===== src/dcache_pkg.sv =====
// Cache geometry, shared types and miss-handler states; imported by every cache module
package dcache_pkg;

   localparam int ADDR_W     = 32;
   localparam int WORD_W     = 32;
   localparam int WORD_BYTES = WORD_W / 8;
   localparam int LINE_WORDS = 4;
   localparam int SETS       = 16;
   localparam int WAYS       = 2;

   // Derived field widths of a physical address
   localparam int BYTE_W   = $clog2(WORD_BYTES);
   localparam int OFFSET_W = $clog2(LINE_WORDS);
   localparam int INDEX_W  = $clog2(SETS);
   localparam int WAY_W    = $clog2(WAYS);
   localparam int TAG_W    = ADDR_W - INDEX_W - OFFSET_W - BYTE_W;

   typedef logic [ADDR_W-1:0]     addr_t;
   typedef logic [WORD_W-1:0]     word_t;
   typedef logic [WORD_BYTES-1:0] wmsk_t;
   typedef logic [7:0]            lane_t;

   typedef logic [TAG_W-1:0]    tag_t;
   typedef logic [INDEX_W-1:0]  index_t;
   typedef logic [OFFSET_W-1:0] offset_t;
   typedef logic [WAY_W-1:0]    way_t;

   // Entry of the tag RAM
   typedef struct packed {
      tag_t tag;
      logic valid;
   } tag_entry_t;

   typedef enum logic [2:0] {
      BOOT, IDLE, REPLACE, WRITEBACK, REFILL, REPLAY
   } miss_state_e;

endpackage


===== src/dcache_if.sv =====
// Internal links of the cache: lookup pipeline to arrays and miss handler, miss handler to arrays
`timescale 1ns/1ps

interface lookup_if import dcache_pkg::*; ();
   index_t s1_index;
   tag_t   s2_tag;
   index_t s2_index;
   offset_t s2_offset;
   wmsk_t  s2_wmsk;
   word_t  s2_wdat;
   logic   s2_valid;
   logic   ce;
   logic   hold;
   logic   hit;
   word_t  hit_data;
   logic   victim_dirty;

   modport lookup (output s1_index, s2_tag, s2_index, s2_offset, s2_wmsk, s2_wdat,
                   output s2_valid, ce, input hold, hit, hit_data);
   modport ways (input s1_index, s2_tag, s2_index, s2_offset, s2_wmsk, s2_wdat,
                 input s2_valid, ce, output hit, hit_data, victim_dirty);
   modport miss (input s2_tag, s2_index, s2_valid, hit, victim_dirty, output hold);
endinterface



===== src/dcache_lookup.sv =====
// Request side of the cache that accepts core requests and runs the two lookup stages
`timescale 1ns/1ps

module dcache_lookup import dcache_pkg::*; (
   input  logic  clk,
   input  logic  rst_n,
   input  logic  req_valid,
   output logic  req_ready,
   input  addr_t req_addr,
   input  wmsk_t req_wmsk,
   input  word_t req_wdat,
   output logic  resp_valid,
   output word_t resp_data,
   lookup_if.lookup lk
);

   logic    s1_valid;
   tag_t    s1_tag;
   index_t  s1_index;
   offset_t s1_offset;
   wmsk_t   s1_wmsk;
   word_t   s1_wdat;
   logic    ce;

   // Freeze both stages on a stage-2 miss or while the miss handler works
   assign ce = ~lk.hold & ~(lk.s2_valid & ~lk.hit);
   assign req_ready = ce;
   assign lk.ce = ce;
   assign lk.s1_index = s1_index;

   always_ff @(posedge clk)
   begin
      if (!rst_n)
      begin
         s1_valid    <= 1'b0;
         lk.s2_valid <= 1'b0;
         resp_valid  <= 1'b0;
      end
      else
      begin
         // A stage-2 request that advances has hit
         resp_valid <= ce & lk.s2_valid;
         if (ce)
         begin
            s1_valid    <= req_valid;
            lk.s2_valid <= s1_valid;
         end
      end
   end

   // Address split and store payload
   always_ff @(posedge clk)
   begin
      if (ce)
      begin
         s1_tag       <= req_addr[ADDR_W-1 -: TAG_W];
         s1_index     <= req_addr[BYTE_W+OFFSET_W +: INDEX_W];
         s1_offset    <= req_addr[BYTE_W +: OFFSET_W];
         s1_wmsk      <= req_wmsk;
         s1_wdat      <= req_wdat;
         lk.s2_tag    <= s1_tag;
         lk.s2_index  <= s1_index;
         lk.s2_offset <= s1_offset;
         lk.s2_wmsk   <= s1_wmsk;
         lk.s2_wdat   <= s1_wdat;
      end
   end

   assign resp_data = lk.hit_data;

   a_no_resp_in_hold: assert property (@(posedge clk) disable iff (!rst_n)
      lk.hold |-> !resp_valid);

endmodule


===== src/flat_wrapper.sv =====
// flat-port wrapper written by rule: the top's interface ports become plain ports
module dcache_lookup_flat import dcache_pkg::*;
  (clk, rst_n, req_valid, req_ready, req_addr, req_wmsk, req_wdat, resp_valid, resp_data, lk_s1_index, lk_s2_tag, lk_s2_index, lk_s2_offset, lk_s2_wmsk, lk_s2_wdat, lk_s2_valid, lk_ce, lk_hold, lk_hit, lk_hit_data);
  lookup_if lk_i ();
  input  logic clk;
  input  logic rst_n;
  input  logic req_valid;
  output logic req_ready;
  input  addr_t req_addr;
  input  wmsk_t req_wmsk;
  input  word_t req_wdat;
  output logic resp_valid;
  output word_t resp_data;
  output wire logic [$bits(lk_i.s1_index)-1:0] lk_s1_index;
  output wire logic [$bits(lk_i.s2_tag)-1:0] lk_s2_tag;
  output wire logic [$bits(lk_i.s2_index)-1:0] lk_s2_index;
  output wire logic [$bits(lk_i.s2_offset)-1:0] lk_s2_offset;
  output wire logic [$bits(lk_i.s2_wmsk)-1:0] lk_s2_wmsk;
  output wire logic [$bits(lk_i.s2_wdat)-1:0] lk_s2_wdat;
  output wire logic [$bits(lk_i.s2_valid)-1:0] lk_s2_valid;
  output wire logic [$bits(lk_i.ce)-1:0] lk_ce;
  input wire logic [$bits(lk_i.hold)-1:0] lk_hold;
  input wire logic [$bits(lk_i.hit)-1:0] lk_hit;
  input wire logic [$bits(lk_i.hit_data)-1:0] lk_hit_data;
  assign lk_s1_index = lk_i.s1_index;
  assign lk_s2_tag = lk_i.s2_tag;
  assign lk_s2_index = lk_i.s2_index;
  assign lk_s2_offset = lk_i.s2_offset;
  assign lk_s2_wmsk = lk_i.s2_wmsk;
  assign lk_s2_wdat = lk_i.s2_wdat;
  assign lk_s2_valid = lk_i.s2_valid;
  assign lk_ce = lk_i.ce;
  assign lk_i.hold = lk_hold;
  assign lk_i.hit = lk_hit;
  assign lk_i.hit_data = lk_hit_data;
  dcache_lookup u_core (.clk(clk), .rst_n(rst_n), .req_valid(req_valid), .req_ready(req_ready), .req_addr(req_addr), .req_wmsk(req_wmsk), .req_wdat(req_wdat), .resp_valid(resp_valid), .resp_data(resp_data), .lk(lk_i));
endmodule

===== config.mk =====
export PLATFORM = sky130hd
export DESIGN_NAME = dcache_lookup_flat
export DESIGN_NICKNAME = d
export VERILOG_FILES = /design/src/dcache_pkg.sv /design/src/dcache_if.sv /design/src/dcache_lookup.sv /design/src/flat_wrapper.sv
export SDC_FILE = /design/constraint.sdc
export NUM_CORES = 1
export LEC_CHECK = 0
export BUFFER_PORTS_ARGS = -buffer_cell sky130_fd_sc_hd__buf_2
export CORE_MARGIN = 2
export CORE_UTILIZATION = 51
export CTS_BUF_LIST = sky130_fd_sc_hd__clkbuf_4
export DETAILED_ROUTE_END_ITERATION = 10
export HOLD_SLACK_MARGIN = 0.15
export PLACE_DENSITY_LB_ADDON = 0.2
export RECOVER_POWER = 50
export SLEW_MARGIN = 40
export SYNTH_ARGS = -nofsm -noshare
export SYNTH_HDL_FRONTEND = slang
export SYNTH_SLANG_ARGS = --single-unit

===== constraint.sdc =====
create_clock -name clk -period 19 [get_ports clk]
set_input_delay 5.7 -clock clk [delete_from_list [all_inputs] [get_ports clk]]
set_output_delay 5.7 -clock clk [all_outputs]
set_load 0.005 [all_outputs]

==> flow_summary.toml <==
[global_routing]
grt_pass1_vias = 1890
grt-ovfl-total = 0
antenna_found_initial = 0
grt_max_degree = 78
grt_util_all_layers_pct = 14.6
grt_pass1_wl_mm = 9.18

[clocking]
cts_buffers = 17
clock_sinks = 135
clk_pin_slew_worst_paths_ns = 0.11
htreeDepth = 4
cts.path.max_buffers = 2
clk_latency_ns = 0.48
cts_tree = "built"
postCtsSetupBuffers = 0
postCtsResizedCells = 0
clockRootBuffer = "clkbuf_4"
ctsHoldBuffers = 0

[yosys]
synth_area_um2 = 4330
synth_nets = 283
ys_seq_area_share_pct = 92.9
ys_warn_count = 0
syn_inst = 178
synth_cell_type_count = 11
avgSynthCellArea_um2 = 24.3
synth-seq-cells = 135

[setup_path]
critical_path_class = "in -> out"
arrival_ns = 9.23
worst-path-buf-inv = 4
slowest_stage = "clkbuf_1"
critical_path.endpoint_type = "primary output"
cp_common_cell = "buf_2"
crit_required_ns = 13.30
critPathMaxStageDelay_ns = 2.74
crit_chain = "buf_2 > inv_1 > a21oi_4 > clkbuf_1 > buf_2"
path_max_fanout = 77
crit_family = "buffers and inverters"
cp-start-kind = "primary input"

[timing]
rsz0062_at_grt = "no"
finalSetupTns_ns = 0
final-max-slew-violation-count = 78
fin_crit_ns = 14.93
fin_crit_sh_pct = 78.6
skew_ns = 0.0120
fin_ws_ns = 4.07
worst_pin_slew_ns = 3.91
max_freq_mhz = 67.0
hold_viol_final = 0
finalSetupViolCount = 0
relSlewSlack_pct = -161

[floorplan]
initial_utilization_pct = 52.7
die-width_um = 96.1
dieHeight_um = 96.1
io_pins = 211
coreArea_um2 = 8220
rows = 33
die_area_um2 = 9240

[drt]
drt_wl_total_mm = 6.68
dr.pass1.iters = 5
vias = 2000
drtIter0Drc = 89
viasPerCell = 4.68
postRouteAntennaNets = 0
drc = 0
wl_per_cell_um = 15.6

[placement]
gp_congestion = 0.698
dp_cells = 396
hpwlAfterDp_mm = 4.43
portBuffers = 144
place_area_um2 = 4960
place_ws_ns = 6.53

[outcome]
violations = "capacitance limit, slew limit"
outcome = "finished with violations"

[layout]
diodes = 0
final_cell_mix = "143 x buf_2, 132 x edfxtp_1, 17 x clkbuf_4"
final_common_cell = "buf_2"
post-route-util_pct = 64.0
layout-drive-gt1-share_pct = 53.7
final_cells = 427
finalNetCount = 415
area_growth_pct = 21.5
final_cell_area_um2 = 5260

[pwr]
powerDensity_nw_per_um2 = 109
ir_drop_mv = 0.0519
leakagePower_nw = 2.07

[hold_path]
hold_class = "reg -> reg"

[flow_run]
cap_violations = 1
sequential cells by signal (all words and copies together), names as in the netlist:
| name | cells |
|---|---|
| u_core.lk.s2_wdat | 32 |
| u_core.s1_wdat | 32 |
| u_core.lk.s2_tag | 24 |
| u_core.s1_tag | 24 |
| u_core.lk.s1_index | 4 |
| u_core.lk.s2_index | 4 |
| u_core.lk.s2_wmsk | 4 |
| u_core.s1_wmsk | 4 |
| u_core.lk.s2_offset | 2 |
| u_core.s1_offset | 2 |
| u_core.lk.s2_valid | 1 |
| u_core.resp_valid | 1 |
| u_core.s1_valid | 1 |
synthesized netlist by cell type:
library cell | number | area, um^2
a21boi_0 | 1 | 7.51
a21oi_2 | 1 | 8.76
inv_2 | 1 | 3.75
nor3_1 | 1 | 5.00
edfxtp_1 | 132 | 3960
o21ai_0 | 1 | 5.00
dfxtp_1 | 3 | 60.1
nand2_1 | 3 | 11.3
nand2b_1 | 1 | 6.26
mux2i_1 | 1 | 10.0
buf_4 | 33 | 248
layout make-up:
class	instances	area, um^2
Clock buffer	17	128
Sequential cell	135	4020
Fill cell	610	2960
Timing Repair Buffer	146	731
Inverter	1	3.75
Tap cell	105	131
Multi-Input combinational cell	9	61.3
Clock inverter	14	183
worst register-to-register path: stages, from the launching register on:
cell and delay, ns:
dfxtp_1 0.37, a21oi_4 0.12, clkbuf_1 2.74, buf_4 0.96
per-layer routing:
layer / part of all wire (%) / track usage [%]
met1: 37 / 15.8
met2: 48 / 21.6
met3: 11 / 8.30
met4: 3.8 / 9.76
met5: 0 / 0
kinds of logic after synthesis:
group           share of synthesized area, %
compound gates                         0.491
buf+inv                                 5.81
flops                                   92.9
mux                                    0.231
simple gates                           0.520
metrics by stage:
stage	total power, mW	hold WS, ns
after detailed placement	0.384	0.405
after global placement	0.382	0.400
after global routing	0.601	0.425
after floorplan	0.372	0.400
after CTS	0.582	0.425
final	0.575	0.426
final timing paths:
| path | slack (ns) | cells after the start | startpoint | endpoint |
|---|---|---|---|---|
| hold / removal | 0.43 | 0 | u_core.s1_tag[8] | u_core.lk.s2_tag[8] |
| setup / recovery | 4.07 | 5 | lk_hit | lk_ce |
| setup reg to reg | 14.42 | 3 | u_core.lk.s2_valid | u_core.s1_tag[8] |
| hold reg to reg | 0.43 | 0 | u_core.s1_tag[8] | u_core.lk.s2_tag[8] |
report_power, final:
| part | switching (mW) | total (mW) | internal (mW) |
|---|---|---|---|
| clock | 0.0957 | 0.199 | 0.103 |
| sequential | 0.00400 | 0.352 | 0.348 |
| combinational | 0.0135 | 0.0248 | 0.0113 |
| total | 0.113 | 0.575 | 0.462 |
(Power assumes the default switching activity.)
