File: src/dcache_pkg.sv
// Cache geometry, shared types and miss-handler states; imported by every cache module
package dcache_pkg;

   localparam int ADDR_W     = 32;
   localparam int WORD_W     = 32;
   localparam int WORD_BYTES = WORD_W / 8;
   localparam int LINE_WORDS = 4;
   localparam int SETS       = 16;
   localparam int WAYS       = 2;

   // Derived field widths of a physical address
   localparam int BYTE_W   = $clog2(WORD_BYTES);
   localparam int OFFSET_W = $clog2(LINE_WORDS);
   localparam int INDEX_W  = $clog2(SETS);
   localparam int WAY_W    = $clog2(WAYS);
   localparam int TAG_W    = ADDR_W - INDEX_W - OFFSET_W - BYTE_W;

   typedef logic [ADDR_W-1:0]     addr_t;
   typedef logic [WORD_W-1:0]     word_t;
   typedef logic [WORD_BYTES-1:0] wmsk_t;
   typedef logic [7:0]            lane_t;

   typedef logic [TAG_W-1:0]    tag_t;
   typedef logic [INDEX_W-1:0]  index_t;
   typedef logic [OFFSET_W-1:0] offset_t;
   typedef logic [WAY_W-1:0]    way_t;

   // Entry of the tag RAM
   typedef struct packed {
      tag_t tag;
      logic valid;
   } tag_entry_t;

   typedef enum logic [2:0] {
      BOOT, IDLE, REPLACE, WRITEBACK, REFILL, REPLAY
   } miss_state_e;

endpackage

File: src/dcache_if.sv
// Internal links of the cache: lookup pipeline to arrays and miss handler, miss handler to arrays
`timescale 1ns/1ps

interface lookup_if import dcache_pkg::*; ();
   index_t s1_index;
   tag_t   s2_tag;
   index_t s2_index;
   offset_t s2_offset;
   wmsk_t  s2_wmsk;
   word_t  s2_wdat;
   logic   s2_valid;
   logic   ce;
   logic   hold;
   logic   hit;
   word_t  hit_data;
   logic   victim_dirty;

   modport lookup (output s1_index, s2_tag, s2_index, s2_offset, s2_wmsk, s2_wdat,
                   output s2_valid, ce, input hold, hit, hit_data);
   modport ways (input s1_index, s2_tag, s2_index, s2_offset, s2_wmsk, s2_wdat,
                 input s2_valid, ce, output hit, hit_data, victim_dirty);
   modport miss (input s2_tag, s2_index, s2_valid, hit, victim_dirty, output hold);
endinterface

interface fill_if import dcache_pkg::*; ();
   logic             ovr;
   index_t           index;
   offset_t          offset;
   way_t             way;
   word_t            wdata;
   tag_t             tag;
   logic             valid;
   logic [WAYS-1:0]  valid_we;
   logic [WAYS-1:0]  dirty_we;
   logic             data_we;
   tag_t             victim_tag;
   word_t            victim_data;

   modport miss (output ovr, index, offset, way, wdata, tag, valid, valid_we, dirty_we,
                 output data_we, input victim_tag, victim_data);
   modport ways (input ovr, index, offset, way, wdata, tag, valid, valid_we, dirty_we,
                 input data_we, output victim_tag, victim_data);
endinterface

File: src/dcache_miss.sv
// Miss handler: boot sweep, victim choice, writeback and refill bursts over the memory bus
`timescale 1ns/1ps

module dcache_miss import dcache_pkg::*; (
   input  logic  clk,
   input  logic  rst_n,
   lookup_if.miss lk,
   fill_if.miss   fl,
   output logic  ar_valid,
   input  logic  ar_ready,
   output addr_t ar_addr,
   input  logic  r_valid,
   output logic  r_ready,
   input  word_t r_data,
   input  logic  r_last,
   output logic  aw_valid,
   input  logic  aw_ready,
   output addr_t aw_addr,
   output logic  w_valid,
   input  logic  w_ready,
   output word_t w_data,
   output logic  w_last,
   input  logic  b_valid,
   output logic  b_ready
);

   miss_state_e     state, state_d;
   index_t          boot_cnt;
   way_t            victim;
   offset_t         beat;
   logic            miss;
   logic            set_ar;
   logic            set_aw;
   logic            r_hs;
   logic            w_hs;
   logic            b_hs;
   logic [WAYS-1:0] way_we;

   assign miss = lk.s2_valid & ~lk.hit;
   assign r_hs = r_valid & r_ready;
   assign w_hs = w_valid & w_ready;
   assign b_hs = b_valid & b_ready;

   assign set_aw = (state == REPLACE) & lk.victim_dirty;
   assign set_ar = ((state == REPLACE) & ~lk.victim_dirty) | ((state == WRITEBACK) & b_hs);

   always_comb
   begin
      state_d = state;
      case (state)
         BOOT:      if (boot_cnt == index_t'(SETS-1)) state_d = IDLE;
         IDLE:      if (miss) state_d = REPLACE;
         REPLACE:   state_d = lk.victim_dirty ? WRITEBACK : REFILL;
         WRITEBACK: if (b_hs) state_d = REFILL;
         REFILL:    if (r_hs & r_last) state_d = REPLAY;
         REPLAY:    state_d = IDLE;
         default:   state_d = BOOT;
      endcase
   end

   always_ff @(posedge clk)
   begin
      if (!rst_n)
      begin
         state    <= BOOT;
         boot_cnt <= '0;
         victim   <= '0;
         beat     <= '0;
         ar_valid <= 1'b0;
         aw_valid <= 1'b0;
         w_valid  <= 1'b0;
      end
      else
      begin
         state <= state_d;
         if (state == BOOT)
            boot_cnt <= boot_cnt + 1'b1;
         // Round robin, the new value is the victim of this miss
         if ((state == IDLE) & miss)
            victim <= victim + 1'b1;
         if (w_hs | r_hs)
            beat <= beat + 1'b1;
         if (set_ar)
            ar_valid <= 1'b1;
         else if (ar_ready)
            ar_valid <= 1'b0;
         if (set_aw)
            aw_valid <= 1'b1;
         else if (aw_ready)
            aw_valid <= 1'b0;
         if (set_aw)
            w_valid <= 1'b1;
         else if (w_hs & w_last)
            w_valid <= 1'b0;
      end
   end

   // Line-aligned burst addresses, victim tag is still on the RAM output here
   always_ff @(posedge clk)
   begin
      if (state == REPLACE)
      begin
         ar_addr <= {lk.s2_tag, lk.s2_index, {(OFFSET_W+BYTE_W){1'b0}}};
         aw_addr <= {fl.victim_tag, lk.s2_index, {(OFFSET_W+BYTE_W){1'b0}}};
      end
   end

   assign r_ready = (state == REFILL);
   assign b_ready = (state == WRITEBACK);
   assign w_data  = fl.victim_data;
   assign w_last  = w_valid & (beat == offset_t'(LINE_WORDS-1));

   always_comb
   begin
      for (int i = 0; i < WAYS; i++)
         way_we[i] = (state == BOOT) | ((state == REPLACE) & (victim == way_t'(i)));
   end

   assign lk.hold     = (state != IDLE);
   assign fl.ovr      = (state != IDLE);
   assign fl.index    = (state == BOOT) ? boot_cnt : lk.s2_index;
   // Next writeback word is fetched on the beat that is taken
   assign fl.offset   = w_hs ? beat + 1'b1 : beat;
   assign fl.way      = victim;
   assign fl.wdata    = r_data;
   assign fl.tag      = lk.s2_tag;
   assign fl.valid    = (state != BOOT);
   assign fl.valid_we = way_we;
   assign fl.dirty_we = way_we;
   assign fl.data_we  = r_hs;

   a_ar_hold: assert property (@(posedge clk) disable iff (!rst_n)
      ar_valid & ~ar_ready |=> ar_valid & $stable(ar_addr));
   a_aw_hold: assert property (@(posedge clk) disable iff (!rst_n)
      aw_valid & ~aw_ready |=> aw_valid & $stable(aw_addr));

endmodule

File: src/flat_wrapper.sv
// flat-port wrapper written by rule: the top's interface ports become plain ports
module dcache_miss_flat import dcache_pkg::*;
  (clk, rst_n, ar_valid, ar_ready, ar_addr, r_valid, r_ready, r_data, r_last, aw_valid, aw_ready, aw_addr, w_valid, w_ready, w_data, w_last, b_valid, b_ready, lk_s2_tag, lk_s2_index, lk_s2_valid, lk_hit, lk_victim_dirty, lk_hold, fl_ovr, fl_index, fl_offset, fl_way, fl_wdata, fl_tag, fl_valid, fl_valid_we, fl_dirty_we, fl_data_we, fl_victim_tag, fl_victim_data);
  lookup_if lk_i ();
  fill_if fl_i ();
  input  logic clk;
  input  logic rst_n;
  output logic ar_valid;
  input  logic ar_ready;
  output addr_t ar_addr;
  input  logic r_valid;
  output logic r_ready;
  input  word_t r_data;
  input  logic r_last;
  output logic aw_valid;
  input  logic aw_ready;
  output addr_t aw_addr;
  output logic w_valid;
  input  logic w_ready;
  output word_t w_data;
  output logic w_last;
  input  logic b_valid;
  output logic b_ready;
  input wire logic [$bits(lk_i.s2_tag)-1:0] lk_s2_tag;
  input wire logic [$bits(lk_i.s2_index)-1:0] lk_s2_index;
  input wire logic [$bits(lk_i.s2_valid)-1:0] lk_s2_valid;
  input wire logic [$bits(lk_i.hit)-1:0] lk_hit;
  input wire logic [$bits(lk_i.victim_dirty)-1:0] lk_victim_dirty;
  output wire logic [$bits(lk_i.hold)-1:0] lk_hold;
  output wire logic [$bits(fl_i.ovr)-1:0] fl_ovr;
  output wire logic [$bits(fl_i.index)-1:0] fl_index;
  output wire logic [$bits(fl_i.offset)-1:0] fl_offset;
  output wire logic [$bits(fl_i.way)-1:0] fl_way;
  output wire logic [$bits(fl_i.wdata)-1:0] fl_wdata;
  output wire logic [$bits(fl_i.tag)-1:0] fl_tag;
  output wire logic [$bits(fl_i.valid)-1:0] fl_valid;
  output wire logic [$bits(fl_i.valid_we)-1:0] fl_valid_we;
  output wire logic [$bits(fl_i.dirty_we)-1:0] fl_dirty_we;
  output wire logic [$bits(fl_i.data_we)-1:0] fl_data_we;
  input wire logic [$bits(fl_i.victim_tag)-1:0] fl_victim_tag;
  input wire logic [$bits(fl_i.victim_data)-1:0] fl_victim_data;
  assign lk_i.s2_tag = lk_s2_tag;
  assign lk_i.s2_index = lk_s2_index;
  assign lk_i.s2_valid = lk_s2_valid;
  assign lk_i.hit = lk_hit;
  assign lk_i.victim_dirty = lk_victim_dirty;
  assign lk_hold = lk_i.hold;
  assign fl_ovr = fl_i.ovr;
  assign fl_index = fl_i.index;
  assign fl_offset = fl_i.offset;
  assign fl_way = fl_i.way;
  assign fl_wdata = fl_i.wdata;
  assign fl_tag = fl_i.tag;
  assign fl_valid = fl_i.valid;
  assign fl_valid_we = fl_i.valid_we;
  assign fl_dirty_we = fl_i.dirty_we;
  assign fl_data_we = fl_i.data_we;
  assign fl_i.victim_tag = fl_victim_tag;
  assign fl_i.victim_data = fl_victim_data;
  dcache_miss u_core (.clk(clk), .rst_n(rst_n), .lk(lk_i), .fl(fl_i), .ar_valid(ar_valid), .ar_ready(ar_ready), .ar_addr(ar_addr), .r_valid(r_valid), .r_ready(r_ready), .r_data(r_data), .r_last(r_last), .aw_valid(aw_valid), .aw_ready(aw_ready), .aw_addr(aw_addr), .w_valid(w_valid), .w_ready(w_ready), .w_data(w_data), .w_last(w_last), .b_valid(b_valid), .b_ready(b_ready));
endmodule
File: config.mk
export PLATFORM = sky130hd
export DESIGN_NAME = dcache_miss_flat
export DESIGN_NICKNAME = d
export VERILOG_FILES = /design/src/dcache_pkg.sv /design/src/dcache_if.sv /design/src/dcache_miss.sv /design/src/flat_wrapper.sv
export SDC_FILE = /design/constraint.sdc
export NUM_CORES = 1
export LEC_CHECK = 0
export ABC_CLOCK_PERIOD_IN_PS = 5780
export BUFFER_PORTS_ARGS = -buffer_cell sky130_fd_sc_hd__clkbuf_2
export CAP_MARGIN = 40
export CORE_AREA = 2 2 117 119
export DETAILED_ROUTE_END_ITERATION = 10
export DIE_AREA = 0 0 119 121
export SYNTH_ARGS = -nofsm -noshare
export SYNTH_HDL_FRONTEND = slang
export SYNTH_SLANG_ARGS = --single-unit
export TNS_END_PERCENT = 50
File: constraint.sdc
create_clock -name clk -period 5.78 [get_ports clk]
set_clock_uncertainty 0.05 [all_clocks]
set_input_delay 0.289 -clock clk [delete_from_list [all_inputs] [get_ports clk]]
set_output_delay 0.289 -clock clk [all_outputs]
set_load 0.02 [all_outputs]
==> flow_metrics.tcl <==
set metrics [dict create \
    utilization_pct 28.0 \
    grt_pass1_wl_mm 11.5 \
    num_antenna_cells 0 \
    final_area_um2 3660 \
    synth_seq_cells 65 \
    peakVddDrop_mv 0.102 \
    leakage_nw 1.61 \
    tightest_slew_ps 671 \
    switchingPower_mw 0.223 \
    drtAntennaViolNets 0 \
    multi_input_area_um2 514 \
    fin_tns_setup_ps 0 \
    ctsHtreeMaxLevel 3 \
    period_minus_slack_ps 2440 \
    rsz0062_at_grt "false" \
    cts-root-buf "clkbuf_16" \
    die-area_um2 14400 \
    register_area_um2 1820 \
    ys_seq_area_share_pct 58.2 \
    drt-wirelength-per-cell_um 16.5 \
    path_max_fanout 54 \
    gr-total-overflow 0 \
    vias 1955 \
    gp_congestion 0.804 \
    syn2layout_area_growth_pct 16.9 \
    firstDrtPassIters 4 \
    dpl_cell_area_um2 3390 \
    grt_max_degree 55 \
    power.share.combinational_pct 6.3 \
    whs_ps 93.6 \
    vias_per_cell 3.83 \
    slew_headroom_pct 55.2 \
    critical_path_class "flop to output pin" \
    clock_latency_ps 320 \
    max_freq_mhz 410 \
    cts_made_buffers 9 \
    grt_usage_pct 11.1 \
    dp_hpwl_mm 7.23 \
    routed_wl_mm 8.45 \
    drv_cap 0 \
    ys_async_sr_fraction_pct 0 \
    die_w_um 119 \
    io_pins 300 \
    cp_data_arrival_time_ps 2100 \
    synth_cell_types 39 \
    cp_data_required_time_ps 5440 \
    post_synth.cell_area_avg_um2 12.2 \
    die_height_um 121 \
    synth_warnings 0 \
    port_buffers 163 \
    synth_flop_cell "edfxtp_1" \
    drt_iter0_markers 124 \
    cts.reportedPaths.clkPinSlew_ps 50 \
    seqPwrFrac_pct 48.8 \
    dp_cells 495 \
    nets 459 \
    hold_violations 0 \
    status "completed" \
    power_density_nw_per_um2 285 \
    drv_slew 0 \
    setup_viol 0 \
    grt_pass1_vias 1894 \
    yosysTopAreaCell "edfxtp_1" \
    endpoint_kind "output pin" \
    start_kind "flop" \
    final_cells 511 \
    synth_top_area_share_pct 49.9 \
    antenna_found_initial 0 \
    synth.cell_area_um2 3130 \
    ctsHoldBuffers 0 \
    drive_gt1_share_pct 55.5 \
    worst_hold_path_type "input port to flop" \
    row_count 42 \
    drc 0 \
    synth_edf_count 52 \
    fp.coreArea_um2 13100 \
    start_util_pct 23.9 \
    switching_share_pct 21.4 \
    ctsResizeCount 0 \
    clock_sinks 65 \
    cts_setup_buffers 0 \
    clkPwrFrac_pct 45.0 \
    clk_path_buf_depth 2 \
    fillers 1347 \
    cts_tree "done" \
    intPower_mw 0.821 \
    period_share_pct 42.2 \
    synthCells 257 \
    synthTopCellsByArea "edfxtp_1 50%, buf_4 25%, dfxtp_1 8.3%" \
]
-- flip-flops by register name, indices dropped and copies added, names as in the netlist --
| register | flops |
|---|---|
| u_core.state | 3 |
| u_core.ar_valid | 1 |
| u_core.w_valid | 1 |
| u_core.boot_cnt | 4 |
| u_core.beat | 2 |
| u_core.aw_valid | 1 |
| u_core.aw_addr | 24 |
| u_core.ar_addr | 28 |
| u_core.fl.way | 1 |
-- power groups by stage --
stage          logic (mW)  clock network [mW]  registers, mW
2_1_floorplan       0.109                   0          0.518
3_3_place_gp       0.0650                   0          0.518
3_5_place_dp       0.0665                   0          0.518
4_1_cts            0.0666               0.483          0.509
5_1_grt            0.0710               0.507          0.509
6_report           0.0655               0.469          0.509
-- cells in the final DEF (no fill, tap or decap), types with 3 or more instances in the layout --
cell        count
edfxtp_1       52
nand2b_1        6
clkbuf_2      163
a21oi_1         6
conb_1          8
clkinvlp_4      3
and2_1          3
clkbuf_16       9
nand2_1        25
dfxtp_1        13
-- path summary, 6_finish.rpt --
kind,slack [ps],start,cells past startpoint,end
worst max-delay path,3340,u_core.state[1]$_SDFFE_PN0P_,5,fl_valid_we[1]
worst min-delay path,90,fl_victim_tag[2],1,u_core.aw_addr[10]$_DFFE_PN_
worst max register to register,3970,u_core.state[1]$_SDFFE_PN0P_,2,u_core.ar_addr[23]$_DFFE_PN_
worst min register to register,430,u_core.beat[1]$_SDFFE_PN0P_,2,u_core.beat[1]$_SDFFE_PN0P_
-- metrics by stage --
stage,total power [mW],setup slack [ps]
4_1_cts,1.06,3310
3_5_place_dp,0.585,3680
6_report,1.04,3340
5_1_grt,1.09,3210
2_1_floorplan,0.627,163
3_3_place_gp,0.583,3720
-- synth_stat cells, drive strengths merged, types with 3 or more instances --
library cell	n
inv	3
nor3b	3
a21oi	6
nand2	25
nand2b	6
and2	3
dfxtp	13
edfxtp	52
clkbuf	3
buf	106
-- critical path: stages, from the launching register on --
cell	delay, ps
dfxtp_1	570
nor3b_2	230
buf_4	560
nand2_1	110
nand2_1	110
clkbuf_2	170
-- final cells by class --
cell class,instances,area share [%]
well taps,176,6.02
flip-flops and latches,65,49.8
clock buffers,11,6.36
inverters,4,0.410
repair buffers,164,22.5
clock inverters,5,0.889
multi-input cells,86,14.1
-- routing by layer --
layer  wire length, µm  part of all wire (%)  global-route usage (%)  vias up
met3               978                    12                    4.65       31
li1                  -                     -                       -      907
met4               401                   4.7                    7.29        0
met5                 0                     0                       0        -
met1              2400                    28                    9.45      856
met2              4660                    55                    21.0      161
-- logic make-up (layout without fill, tap and decap cells) --
kind of cell / after synthesis / in the layout / synth area share, %
simple gates: 52 / 52 / 8.79
mux: 3 / 3 / 0.999
xor+xnor: 2 / 2 / 0.559
flops: 65 / 65 / 58.2
fa+ha+maj: 2 / 2 / 0.799
compound gates: 19 / 19 / 4.16
buf+inv: 113 / 184 / 26.4
other cells: 1 / 8 / 0.120
Power figures use the tool's default switching activity.
